**src/nand_pkg.sv**
```systemverilog
`default_nettype none

package nand_pkg;

// ---------------------------------------------------------------------------
// widths and sizes
// ---------------------------------------------------------------------------
localparam int DATA_WIDTH = 16;
localparam int PC_WIDTH = 8;
localparam int IMM_WIDTH = 6;
localparam int NUM_AREG = 8;
localparam int NUM_PREG = 16;

typedef logic [DATA_WIDTH-1:0] data_t;
typedef logic [PC_WIDTH-1:0] pc_t;
typedef logic [$clog2(NUM_AREG)-1:0] areg_t;
typedef logic [$clog2(NUM_PREG)-1:0] preg_t;
typedef logic [IMM_WIDTH-1:0] imm_t;    // signed, sign-extended where used

// ---------------------------------------------------------------------------
// instruction encoding
// ---------------------------------------------------------------------------
typedef enum logic [3:0] {
    OP_NOP  = 4'd0,
    OP_NAND = 4'd1,
    OP_ADD  = 4'd2,
    OP_ADDI = 4'd3,
    OP_EQ   = 4'd4,
    OP_BNZ  = 4'd5
} opcode_e;

typedef enum logic [1:0] {
    ALU_NAND = 2'd0,
    ALU_ADD  = 2'd1,
    ALU_EQ   = 2'd2
} alu_op_e;

// three register operands
typedef struct packed {
    opcode_e opcode;
    areg_t rw;
    areg_t ra;
    areg_t rt;
    logic [2:0] pad;
} instr_reg_t;

// register plus immediate, bnz uses ra as the tested register
typedef struct packed {
    opcode_e opcode;
    areg_t rw;
    areg_t ra;
    imm_t immdt;
} instr_imm_t;

typedef union packed {
    instr_reg_t r;
    instr_imm_t i;
} instr_u;

endpackage

`default_nettype wire
```
**src/nand_ifc.sv**
```systemverilog
`timescale 1ns/10ps
`default_nettype none

interface fetch_ifc;
logic valid;    // one pulse per fetched word
nand_pkg::pc_t pc;
nand_pkg::instr_u instr;

modport out (output valid, pc, instr);
modport in (input valid, pc, instr);
endinterface

interface rename_ifc;
logic alloc;
nand_pkg::areg_t areg_ra;
nand_pkg::areg_t areg_rt;
nand_pkg::areg_t areg_rw;
nand_pkg::preg_t preg_ra;
nand_pkg::preg_t preg_rt;
nand_pkg::preg_t preg_new;
nand_pkg::preg_t preg_prev;     // old mapping of areg_rw

modport other (
    output alloc, areg_ra, areg_rt, areg_rw,
    input preg_ra, preg_rt, preg_new, preg_prev
);
modport tbl (
    input alloc, areg_ra, areg_rt, areg_rw,
    output preg_ra, preg_rt, preg_new, preg_prev
);
endinterface

// preg_ra/preg_rt matter before the read stage, op0/op1 after it
interface exec_buffer_ifc;
logic valid;
nand_pkg::pc_t pc;
nand_pkg::alu_op_e alu_op;
logic is_branch;
logic writes;
logic use_rt;
nand_pkg::imm_t immdt;
nand_pkg::areg_t areg_rw;
nand_pkg::preg_t preg_ra;
nand_pkg::preg_t preg_rt;
nand_pkg::preg_t preg_rw;
nand_pkg::preg_t preg_prev;
nand_pkg::data_t op0;
nand_pkg::data_t op1;

modport out (
    output valid, pc, alu_op, is_branch, writes, use_rt, immdt, areg_rw,
        preg_ra, preg_rt, preg_rw, preg_prev, op0, op1
);
modport in (
    input valid, pc, alu_op, is_branch, writes, use_rt, immdt, areg_rw,
        preg_ra, preg_rt, preg_rw, preg_prev, op0, op1
);
endinterface

interface retire_ifc;
logic valid;
nand_pkg::areg_t areg;
nand_pkg::preg_t preg;
nand_pkg::preg_t preg_prev;     // freed once this result commits
nand_pkg::data_t preg_data;

modport write (output valid, areg, preg, preg_prev, preg_data);
modport tbl (input valid, areg, preg, preg_prev, preg_data);
endinterface

`default_nettype wire

```
**src/nand_core.sv**
```systemverilog
`timescale 1ns/10ps
`default_nettype none

module nand_core
(
    input logic clk,
    input logic rst_n,

    output logic wb_cyc,
    output logic wb_stb,
    output nand_pkg::pc_t wb_adr,
    input nand_pkg::data_t wb_dat_i,
    input logic wb_ack,

    output logic ret_valid,
    output nand_pkg::areg_t ret_reg,
    output nand_pkg::data_t ret_data,
    output nand_pkg::pc_t ret_pc,
    output logic br_valid,
    output nand_pkg::pc_t br_pc,
    output logic br_taken,
    output nand_pkg::pc_t br_target
);

logic flush;
nand_pkg::pc_t redirect_pc;

fetch_ifc fetch_if ();
rename_ifc ren_if ();
exec_buffer_ifc eb_dec ();  // decode to read
exec_buffer_ifc eb_exe ();  // read to execute
retire_ifc ret_if ();

fetch_unit fetch_unit_i (
    .clk(clk),
    .rst_n(rst_n),
    .wb_cyc(wb_cyc),
    .wb_stb(wb_stb),
    .wb_adr(wb_adr),
    .wb_dat_i(wb_dat_i),
    .wb_ack(wb_ack),
    .flush(flush),
    .redirect_pc(redirect_pc),
    .fetch(fetch_if.out)
);

rename_table rename_table_i (
    .clk(clk),
    .rst_n(rst_n),
    .ren(ren_if.tbl),
    .ret(ret_if.tbl),
    .flush(flush)
);

decode_glue decode_glue_i (
    .clk(clk),
    .rst_n(rst_n),
    .fetch(fetch_if.in),
    .ren(ren_if.other),
    .flush(flush),
    .eb(eb_dec.out)
);

exec_read_glue exec_read_glue_i (
    .clk(clk),
    .rst_n(rst_n),
    .eb_in(eb_dec.in),
    .ret(ret_if.tbl),
    .flush(flush),
    .eb_out(eb_exe.out)
);

execute_unit execute_unit_i (
    .clk(clk),
    .rst_n(rst_n),
    .eb(eb_exe.in),
    .ret(ret_if.write),
    .flush(flush),
    .redirect_pc(redirect_pc),
    .ret_valid(ret_valid),
    .ret_reg(ret_reg),
    .ret_data(ret_data),
    .ret_pc(ret_pc),
    .br_valid(br_valid),
    .br_pc(br_pc),
    .br_taken(br_taken),
    .br_target(br_target)
);

endmodule

`default_nettype wire

```
**src/execute_unit.sv**
```systemverilog
`timescale 1ns/10ps
`default_nettype none

module execute_unit
(
    input logic clk,
    input logic rst_n,

    exec_buffer_ifc.in eb,
    retire_ifc.write ret,

    output logic flush,
    output nand_pkg::pc_t redirect_pc,

    output logic ret_valid,
    output nand_pkg::areg_t ret_reg,
    output nand_pkg::data_t ret_data,
    output nand_pkg::pc_t ret_pc,
    output logic br_valid,
    output nand_pkg::pc_t br_pc,
    output logic br_taken,
    output nand_pkg::pc_t br_target
);

nand_pkg::data_t result;
logic br_now;       // a branch resolves this cycle
logic taken;
nand_pkg::pc_t target;

// ---------------------------------------------------------------------------
// ALU and branch resolution
// ---------------------------------------------------------------------------
always_comb begin
    case (eb.alu_op)
        nand_pkg::ALU_NAND: result = ~(eb.op0 & eb.op1);
        nand_pkg::ALU_ADD: result = eb.op0 + eb.op1;
        nand_pkg::ALU_EQ: result = {{(nand_pkg::DATA_WIDTH - 1){1'b0}}, eb.op0 == eb.op1};
        default: result = '0;
    endcase

    // anything here while flush is high is younger than the branch
    br_now = eb.valid & eb.is_branch & ~flush;
    taken = eb.op0 != '0;
    target = eb.pc + 1'b1 +
        {{(nand_pkg::PC_WIDTH - nand_pkg::IMM_WIDTH){eb.immdt[nand_pkg::IMM_WIDTH-1]}},
         eb.immdt};

    ret.valid = eb.valid & eb.writes & ~flush;
    ret.areg = eb.areg_rw;
    ret.preg = eb.preg_rw;
    ret.preg_prev = eb.preg_prev;
    ret.preg_data = result;
end

// ---------------------------------------------------------------------------
// registered outputs
// ---------------------------------------------------------------------------
always_ff @(posedge clk or negedge rst_n) begin
    if (!rst_n) begin
        ret_valid <= 1'b0;
        br_valid <= 1'b0;
        flush <= 1'b0;
    end else begin
        ret_valid <= ret.valid;
        br_valid <= br_now;
        flush <= br_now & taken;    // predicted not taken, so taken is a miss
    end
end

always_ff @(posedge clk) begin
    ret_reg <= eb.areg_rw;
    ret_data <= result;
    ret_pc <= eb.pc;
    br_pc <= eb.pc;
    br_taken <= taken;
    br_target <= target;
    redirect_pc <= target;
end

// the read stage has to drop whatever followed the branch
a_flush_drops_younger: assert property (@(posedge clk) disable iff (!rst_n)
    flush |=> !eb.valid);

endmodule

`default_nettype wire

```
**src/exec_read_glue.sv**
```systemverilog
`timescale 1ns/10ps
`default_nettype none

module exec_read_glue
(
    input logic clk,
    input logic rst_n,

    exec_buffer_ifc.in eb_in,
    retire_ifc.tbl ret,

    input logic flush,

    exec_buffer_ifc.out eb_out
);

nand_pkg::data_t ra_data;
nand_pkg::data_t rt_data;
nand_pkg::data_t op0;
nand_pkg::data_t op1;
nand_pkg::data_t rt_val;

regfile regfile_i (
    .clk(clk),
    .rst_n(rst_n),
    .ra_addr(eb_in.preg_ra),
    .rt_addr(eb_in.preg_rt),
    .ra_data(ra_data),
    .rt_data(rt_data),
    .ret(ret)
);

always_comb begin
    // the result being retired this cycle is not in the file yet
    op0 = (ret.valid && ret.preg == eb_in.preg_ra) ? ret.preg_data : ra_data;
    rt_val = (ret.valid && ret.preg == eb_in.preg_rt) ? ret.preg_data : rt_data;
    op1 = eb_in.use_rt ? rt_val :
        {{(nand_pkg::DATA_WIDTH - nand_pkg::IMM_WIDTH){eb_in.immdt[nand_pkg::IMM_WIDTH-1]}},
         eb_in.immdt};
end

always_ff @(posedge clk or negedge rst_n) begin
    if (!rst_n)
        eb_out.valid <= 1'b0;
    else
        eb_out.valid <= eb_in.valid & ~flush;
end

always_ff @(posedge clk) begin
    if (eb_in.valid) begin
        eb_out.pc <= eb_in.pc;
        eb_out.alu_op <= eb_in.alu_op;
        eb_out.is_branch <= eb_in.is_branch;
        eb_out.writes <= eb_in.writes;
        eb_out.immdt <= eb_in.immdt;
        eb_out.areg_rw <= eb_in.areg_rw;
        eb_out.preg_rw <= eb_in.preg_rw;
        eb_out.preg_prev <= eb_in.preg_prev;
        eb_out.op0 <= op0;
        eb_out.op1 <= op1;
    end
end

endmodule

`default_nettype wire

```
**src/regfile.sv**
```systemverilog
`timescale 1ns/10ps
`default_nettype none

module regfile
(
    input logic clk,
    input logic rst_n,

    input nand_pkg::preg_t ra_addr,
    input nand_pkg::preg_t rt_addr,
    output nand_pkg::data_t ra_data,
    output nand_pkg::data_t rt_data,

    retire_ifc.tbl ret
);

nand_pkg::data_t regs [nand_pkg::NUM_PREG];

// reads are combinational, the read stage bypasses same-cycle writes
assign ra_data = regs[ra_addr];
assign rt_data = regs[rt_addr];

always_ff @(posedge clk or negedge rst_n) begin
    if (!rst_n) begin
        for (int i = 0; i < nand_pkg::NUM_PREG; i++) begin
            regs[i] <= '0;
        end
    end else if (ret.valid) begin
        regs[ret.preg] <= ret.preg_data;
    end
end

endmodule

`default_nettype wire

```
**src/decode_glue.sv**
```systemverilog
`timescale 1ns/10ps
`default_nettype none

module decode_glue
(
    input logic clk,
    input logic rst_n,

    fetch_ifc.in fetch,
    rename_ifc.other ren,

    input logic flush,

    exec_buffer_ifc.out eb
);

nand_pkg::alu_op_e alu_op;
logic writes;
logic use_rt;
logic is_branch;
logic known;    // decodes to something that executes

always_comb begin
    alu_op = nand_pkg::ALU_ADD;
    writes = 1'b1;
    use_rt = 1'b1;
    is_branch = 1'b0;
    known = 1'b1;
    case (fetch.instr.r.opcode)
        nand_pkg::OP_NAND: alu_op = nand_pkg::ALU_NAND;
        nand_pkg::OP_ADD: alu_op = nand_pkg::ALU_ADD;
        nand_pkg::OP_ADDI: use_rt = 1'b0;
        nand_pkg::OP_EQ: alu_op = nand_pkg::ALU_EQ;
        nand_pkg::OP_BNZ: begin
            writes = 1'b0;
            use_rt = 1'b0;
            is_branch = 1'b1;
        end
        default: begin  // nop and spare encodings
            writes = 1'b0;
            known = 1'b0;
        end
    endcase

    ren.areg_ra = fetch.instr.r.ra;
    ren.areg_rt = fetch.instr.r.rt;
    ren.areg_rw = fetch.instr.i.rw;
    ren.alloc = fetch.valid & writes & ~flush;
end

always_ff @(posedge clk or negedge rst_n) begin
    if (!rst_n)
        eb.valid <= 1'b0;
    else
        eb.valid <= fetch.valid & known & ~flush;
end

always_ff @(posedge clk) begin
    if (fetch.valid) begin
        eb.pc <= fetch.pc;
        eb.alu_op <= alu_op;
        eb.is_branch <= is_branch;
        eb.writes <= writes;
        eb.use_rt <= use_rt;
        eb.immdt <= fetch.instr.i.immdt;
        eb.areg_rw <= fetch.instr.i.rw;
        eb.preg_ra <= ren.preg_ra;
        eb.preg_rt <= ren.preg_rt;
        eb.preg_rw <= ren.preg_new;
        eb.preg_prev <= ren.preg_prev;
    end
end

endmodule

`default_nettype wire

```
**src/rename_table.sv**
```systemverilog
`timescale 1ns/10ps
`default_nettype none

module rename_table
(
    input logic clk,
    input logic rst_n,

    rename_ifc.tbl ren,
    retire_ifc.tbl ret,

    input logic flush
);

nand_pkg::preg_t spec_map [nand_pkg::NUM_AREG];
nand_pkg::preg_t arch_map [nand_pkg::NUM_AREG];
logic [nand_pkg::NUM_PREG-1:0] free_vec;
logic [nand_pkg::NUM_PREG-1:0] free_next;

// ---------------------------------------------------------------------------
// lookup and allocation
// ---------------------------------------------------------------------------
always_comb begin
    ren.preg_ra = spec_map[ren.areg_ra];
    ren.preg_rt = spec_map[ren.areg_rt];
    ren.preg_prev = spec_map[ren.areg_rw];

    ren.preg_new = '0;
    for (int i = nand_pkg::NUM_PREG - 1; i >= 0; i--) begin
        if (free_vec[i])
            ren.preg_new = nand_pkg::preg_t'(i);    // lowest free wins
    end
end

always_comb begin
    free_next = free_vec;
    if (flush) begin
        // everything the committed state does not name is free again
        free_next = '1;
        for (int i = 0; i < nand_pkg::NUM_AREG; i++) begin
            free_next[arch_map[i]] = 1'b0;
        end
    end else begin
        if (ren.alloc)
            free_next[ren.preg_new] = 1'b0;
        if (ret.valid)
            free_next[ret.preg_prev] = 1'b1;
    end
end

// ---------------------------------------------------------------------------
// state update
// ---------------------------------------------------------------------------
always_ff @(posedge clk or negedge rst_n) begin
    if (!rst_n) begin
        for (int i = 0; i < nand_pkg::NUM_AREG; i++) begin
            spec_map[i] <= nand_pkg::preg_t'(i);
            arch_map[i] <= nand_pkg::preg_t'(i);
        end
        free_vec <= {{(nand_pkg::NUM_PREG - nand_pkg::NUM_AREG){1'b1}},
                     {nand_pkg::NUM_AREG{1'b0}}};
    end else begin
        free_vec <= free_next;
        if (ret.valid)
            arch_map[ret.areg] <= ret.preg;
        if (flush)
            spec_map <= arch_map;   // recovery to committed state
        else if (ren.alloc)
            spec_map[ren.areg_rw] <= ren.preg_new;
    end
end

a_alloc_not_empty: assert property (@(posedge clk) disable iff (!rst_n)
    ren.alloc |-> free_vec != '0);

endmodule

`default_nettype wire

```
**src/fetch_unit.sv**
```systemverilog
`timescale 1ns/10ps
`default_nettype none

module fetch_unit
(
    input logic clk,
    input logic rst_n,

    output logic wb_cyc,
    output logic wb_stb,
    output nand_pkg::pc_t wb_adr,
    input nand_pkg::data_t wb_dat_i,
    input logic wb_ack,

    input logic flush,
    input nand_pkg::pc_t redirect_pc,

    fetch_ifc.out fetch
);

nand_pkg::pc_t pc;      // next address to request
logic discard;          // outstanding word belongs to a flushed path

always_ff @(posedge clk or negedge rst_n) begin
    if (!rst_n) begin
        pc <= '0;
        wb_cyc <= 1'b0;
        wb_stb <= 1'b0;
        wb_adr <= '0;
        discard <= 1'b0;
        fetch.valid <= 1'b0;
    end else begin
        fetch.valid <= 1'b0;
        if (flush)
            pc <= redirect_pc;
        if (wb_cyc) begin
            if (wb_ack) begin
                wb_cyc <= 1'b0;     // one idle cycle between reads
                wb_stb <= 1'b0;
                discard <= 1'b0;
                if (!flush && !discard) begin
                    fetch.valid <= 1'b1;
                    pc <= pc + 1'b1;
                end
            end else if (flush) begin
                discard <= 1'b1;
            end
        end else begin
            wb_cyc <= 1'b1;
            wb_stb <= 1'b1;
            wb_adr <= flush ? redirect_pc : pc;
        end
    end
end

always_ff @(posedge clk) begin
    if (wb_cyc && wb_ack) begin
        fetch.instr <= wb_dat_i;
        fetch.pc <= wb_adr;
    end
end

a_stb_needs_cyc: assert property (@(posedge clk) disable iff (!rst_n)
    $rose(wb_stb) |-> wb_cyc);

endmodule

`default_nettype wire

```
**config.mk**
```make
export PLATFORM = sky130hd
export DESIGN_NAME = nand_core
export DESIGN_NICKNAME = d
export VERILOG_FILES = /design/src/nand_pkg.sv /design/src/nand_ifc.sv /design/src/nand_core.sv /design/src/execute_unit.sv /design/src/exec_read_glue.sv /design/src/regfile.sv /design/src/decode_glue.sv /design/src/rename_table.sv /design/src/fetch_unit.sv
export SDC_FILE = /design/constraint.sdc
export NUM_CORES = 1
export LEC_CHECK = 0
export BUFFER_PORTS_ARGS = -buffer_cell sky130_fd_sc_hd__buf_2
export CAP_MARGIN = 5
export CORE_MARGIN = 8
export CORE_UTILIZATION = 40
export CTS_CLUSTER_DIAMETER = 40
export DETAILED_ROUTE_END_ITERATION = 7
export PLACE_DENSITY = 0.68
export RECOVER_POWER = 25
export SKIP_CTS_REPAIR_TIMING = 1
export SLEW_MARGIN = 0
export SYNTH_ARGS = -nofsm -noshare
export SYNTH_HDL_FRONTEND = slang
export SYNTH_SLANG_ARGS = --single-unit
```
**constraint.sdc**
```tcl
create_clock -name clk -period 2.9 [get_ports clk]
set_input_delay 0.145 -clock clk [delete_from_list [all_inputs] [get_ports clk]]
set_output_delay 0.145 -clock clk [all_outputs]
set_load 0.03 [all_outputs]
```
After elaboration in Yosys (flattened, before gate mapping)
Cells that the tools add are included.
Widths: inputs -> output; s select.

cells by class
  $lt $le $gt $ge = 30
  reductions and logical operators = 27
  bitwise operators = 38
  equality and inequality tests = 11
  muxes and demuxes = 88
  add/sub/neg operators = 4

operators with widths
  operator             number
  $bwmux 256           1
  $mux 16              12
  $not 16->16          10
  $and 16x16->16       9
  $bmux 16 s4          2
  $mux 4               24
  $bwmux 32            2
  $demux 16 s4         1
  $mux 32              2
  $lt 4x5->1 const B   10
  $pmux 16 s3          1
  $demux 1 s4          10
  $ge 4x1->1 const B   10
  $bmux 4 s3           3
  $mux 8               4
  $demux 4 s3          2
  $mux 1               23
  $logic_and 1x1->1    17
  $add 16x16->16       1
  $add 8x1->8 const B  2
  $eq 16x16->1         1
  $ge 4x4->1 const B   4
  $not 3->4            4
  $or 16x16->16        1
  other kinds (23)     42

word-level totals
  output and inout port bits = 56
  bits in registers = 520
  logic and storage cells = 270

Depth between registers and ports, before layout
  depth after elaboration = 27
  gate-level depth with buffers = 11

Cells and area by module
A second synthesis with hierarchy kept.

second synthesis, totals
  cell total of the unflattened synthesis = 2,140
  area total of the unflattened synthesis = 27,677.8 sq um

modules (own cells, without submodules)
  module          cells each  times used  area an instance (sq um)
  regfile         846         1           13,505.5
  rename_table    629         1           5,834.3
  exec_read_glue  174         1           2,657.5
  execute_unit    270         1           2,408.6
  fetch_unit      126         1           1,685.4
  decode_glue     95          1           1,586.5

Worst setup path after synthesis
No wires, ideal clock.

  path kind = register -> register
  start point = register exec_read_glue_i.eb_out.op0[0] in the netlist's numbering
  end point = register exec_read_glue_i.eb_out.op0[12] in the netlist's numbering, data pin
  period minus slack after synthesis = 2.850 ns
  required time = 2.640 ns
  setup time = 0.260 ns
  arrival = 2.590 ns
  stages on the path, launching flop included = 11
  path slack = 0.050 ns
  cell sequence = edfxtp_1 -> ha_1 -> fa_1 -> a211oi_2 -> o21ai_1 -> a31o_2 -> a21o_1 -> mux2i_1 -> a21oi_1 -> buf_4 -> mux2i_1

on the way
  longest elaborated chain between the ends = 3

RTL lines
  element                             RTL line              RTL
  from (decl)                         nand_ifc.sv:52        preg_ra, preg_rt, preg_rw, preg_prev, op0, op1
  $add 16x16->16                      execute_unit.sv:36    nand_pkg::ALU_ADD: result = eb.op0 + eb.op1;
  $pmux 16 s3                         execute_unit.sv:34    case (eb.alu_op)
  $mux 16                             exec_read_glue.sv:35  op0 = (ret.valid && ret.preg == eb_in.preg_ra) ? ret.preg_data : ra_data;
  named net exec_read_glue_i.op0[12]  exec_read_glue.sv:19  nand_pkg::data_t op0;

The timed path passes the listed nets, and every way through them passes these cells.
A chain may end at the register's enable or synchronous reset.

Final worst setup path
  start point = register exec_read_glue_i.eb_out.op0[0] in the netlist's numbering
  end point = register exec_read_glue_i.regfile_i.regs[190] in the netlist's numbering

on the way
  longest elaborated chain between the ends = 3

RTL lines
  element                          RTL line            RTL
  $add 16x16->16                   execute_unit.sv:36
  $pmux 16 s3                      execute_unit.sv:34
  $bwmux 256                       regfile.sv:29       regs[ret.preg] <= ret.preg_data;
  to (signal, indexed assignment)  regfile.sv:29
  to (decl)                        regfile.sv:17       nand_pkg::data_t regs [nand_pkg::NUM_PREG];

No other way between the ends.

==> results by group <==
Setup path
  • Worst EP required: 3.41 ns
  • Slowest cell on crit path: edfxtp_1
  • Cell Chain, Critical Path: ha_4 > fa_2 > a211oi_2 > o21ai_2 > a31o_2 > a21o_1 > a31oi_4 > mux2_4 > o31ai_2
  • CP delay by family, top: compound AO/OA/AOI/OAI gates
  • Flop-to-flop setup slack: 0.05 ns
  • Crit-path max cell delay: 0.43 ns
  • Crit Path Class: register to register
  • Critical path peak fanout: 5
  • CP Capture Type: register
  • Crit path DAT: 3.37 ns
  • Worst Setup Start Kind: register
  • Number of buffers and inverters on the critical path: 0
  • Total stage count of the critical path: 9
  • Worst Reg2Reg Path Length in Cells: 9

STA
  • Worst-Margin Slew: 1.62 ns
  • Final worst slack: 0.0492 ns
  • Fmax: 351 MHz
  • Final Max Tran Viols: 104
  • Clock skew: 0.0387 ns
  • Fin. Hold Viols: 0
  • RSZ-0062 raised after global routing: true
  • Worst slew margin: -8.05%
  • Final setup fails: 0
  • Crit path time final: 2.85 ns
  • Tcrit/Tclk final: 98.3%

Routing
  • Pre-Repair DR Iteration Count: 6
  • DRT antenna net count: 0
  • WL final: 80200 um
  • Vias per cell: 6.05
  • DR DRC count: 0
  • DR iter-0 viols: 2099
  • Vias: 20178
  • Routed len/inst: 24.0 um

Outcome
  • Status: complete, but fails checks
  • Failing checks: capacitance limit, slew limit

Logic synthesis
  • Syn Area/Cell: 11.4 um^2
  • Post-Syn Instances: 2304
  • Ranking of synthesized cells by area: dfrtp_1 (31%), mux4_2 (15%), edfxtp_1 (14%)
  • Yosys cell types: 81
  • Leading area contributor after synthesis: dfrtp_1
  • Post-synth EDFFs: 123
  • Post-synthesis sequential area ratio: 51.1%
  • Post-Syn Nets: 2349
  • Dominant synthesized flop cell: dfrtp_1
  • Share of the synthesized area in the top cell type: 31.2%
  • Synth warn: 0
  • Cell Area, Synth: 0.0264 mm^2
  • Post-synthesis register bit count: 520
  • Async SR Flop Fraction: 69.4%

Placed design
  • DP Worst Slack: -0.118 ns
  • Inst Count DP: 3164
  • Final RePlAce weighted congestion: 0.946
  • Half-perimeter wire length after detailed placement: 52500 um
  • IO buf count: 74

GRT
  • GRT Total Usage: 21.2%
  • Largest net degree at the start of global routing: 108
  • Vias in the first global route: 20609
  • First-pass GRT wire length: 123000 um
  • GRT overflow: 0
  • Antenna violations before repair: 0

CTS
  • CTS buffer count: 80
  • H-tree depth: 3
  • Clock transition at the registers of the reported paths: 0.06 ns
  • Clock Sinks: 520
  • CTS tree: built
  • Clock latency on the worst-skew pair: 0.63 ns
  • Max Buffers Root-to-Sink: 3
  • CTS Root Cell: clkbuf_16

Power and ir drop
  • P_leak: 0.0126 uW
  • Max VDD drop: 421 uV
  • Final total power: 22000 uW
  • Pwr dens: 704 mW/mm^2

Layout
  • Final #Nets: 2452
  • Layout cells sized above 1: 25.8%
  • Largest register FFs: 256
  • Biggest register: exec_read_glue_i.regfile_i.regs
  • FILL cells: 5722
  • Diode count: 0
  • Layout Cells excl Fill: 3337
  • Synth-to-layout area growth: 18.4%
  • Regs by FF count: exec_read_glue_i.regfile_i.regs: 256 flops, rename_table_i.arch_map: 32 flops, rename_table_i.spec_map: 32 flops

Floorplan
  • Effective utilization at floorplan: 40.3%
  • DIE AREA: 0.0744 mm^2
  • I/O pin count: 75
  • Placeable Area: 0.0655 mm^2
  • Chip width: 273 um
  • Die Ht: 273 um
  • Cell Rows: 94

Worst hold path
  • Min-Delay Path Depth: 2
  • Hold crit path type: primary input to register

Job
  • Max Cap Viol: 1
==> per-layer routing <==
layer / vias up / share of wire (%) / track usage (%)
li1: 8714 / - / -
met1: 10237 / 40 / 27.6
met2: 994 / 48 / 34.6
met3: 233 / 7.8 / 4.41
met4: 0 / 3.8 / 8.25
met5: - / 0 / 0
==> synth_stat cells, types with 40 or more instances <==
cell and instances:
nand2_1 365, dfrtp_1 329, o21ai_0 310, mux4_2 174
clkbuf_1 140, edfxtp_1 123, nor2_1 87, a21oi_1 63
mux2_2 56, nor3_1 51, inv_1 41, mux2i_1 40
nand2b_1 40
==> layout make-up <==
cell class / count / area, um^2 / area share (%)
timing repair buffer: 210 / 1630 / 5.21
sequential: 520 / 13500 / 43.2
inverter: 42 / 158 / 0.505
tap: 864 / 1080 / 3.46
multi-input combinational: 1553 / 12100 / 38.8
clock inverter: 54 / 624 / 2.00
clock buffer: 94 / 2130 / 6.81
==> path summary, 6_finish.rpt <==
check,startpoint,end
max,exec_read_glue_i.eb_out.op0[0],exec_read_glue_i.regfile_i.regs[190]
min,wb_dat_i[9],fetch_unit_i.fetch.instr[9]
max reg2reg,exec_read_glue_i.eb_out.op0[0],exec_read_glue_i.regfile_i.regs[190]
min reg2reg,exec_read_glue_i.eb_out.pc[0],execute_unit_i.ret_pc[0]
max in group asynchronous,rst_n,exec_read_glue_i.regfile_i.regs[12]
min in group asynchronous,rst_n,exec_read_glue_i.regfile_i.regs[162]
==> cells by family after synthesis <==
family,Yosys count,share of synthesized area [%]
xor+xnor,30,0.996
mux,272,18.9
simple gates,675,11.6
flops,520,51.1
buf+inv,234,3.79
fa+ha+maj,26,1.29
compound gates,547,12.2
==> worst reg2reg max path, cell delays in order (launching register included) <==
cell and delay, ns:
edfxtp_1 0.43, ha_4 0.20, fa_2 0.38, a211oi_2 0.29, o21ai_2 0.09, a31o_2 0.22, a21o_1 0.23, a31oi_4 0.29
mux2_4 0.40, o31ai_2 0.22
==> power by group <==
| part | switching [uW] | internal [uW] |
|---|---|---|
| clock | 3740 | 6020 |
| combinational | 1820 | 1390 |
| sequential | 738 | 8270 |
| total | 6300 | 15700 |
==> per-stage QoR <==
| stage | hold WS, ns | setup TNS, ns | utilization [%] | area (um^2) |
|---|---|---|---|---|
| 2_1_floorplan | -0.151 | 0 | - | 26400 |
| 3_3_place_gp | 0.277 | 0 | 42.9 | 28100 |
| 3_5_place_dp | 0.293 | -1.24 | 42.9 | 28100 |
| 4_1_cts | -0.363 | -1.77 | 47.1 | 30800 |
| 5_1_grt | 0.236 | -0.342 | 47.6 | 31200 |
| 6_report | 0.237 | 0 | 47.6 | 31200 |
==> placed cells by master (no fill, tap or decap), types with 15 or more instances in the layout <==
| cell type | instances |
|---|---|
| nand2_1 | 365 |
| dfrtp_1 | 327 |
| o21ai_0 | 308 |
| mux4_2 | 174 |
| edfxtp_1 | 123 |
| buf_4 | 95 |
| nor2_1 | 87 |
| clkbuf_16 | 82 |
| buf_2 | 70 |
| a21oi_1 | 62 |
| mux2_2 | 56 |
| nor3_1 | 51 |
| inv_1 | 41 |
| nand2b_1 | 40 |
| mux2i_1 | 40 |
| dfxtp_1 | 36 |
| dfstp_2 | 32 |
| nand3_1 | 27 |
| ha_1 | 23 |
| o22ai_1 | 19 |
| nor4_1 | 19 |
| nor2b_1 | 18 |
| dlygate4sd3_1 | 18 |
| a31oi_1 | 17 |
| clkbuf_1 | 17 |
| buf_12 | 17 |
| a211oi_1 | 15 |
| xor2_1 | 15 |
| xnor2_1 | 15 |
Power figures use the tool's default switching activity.
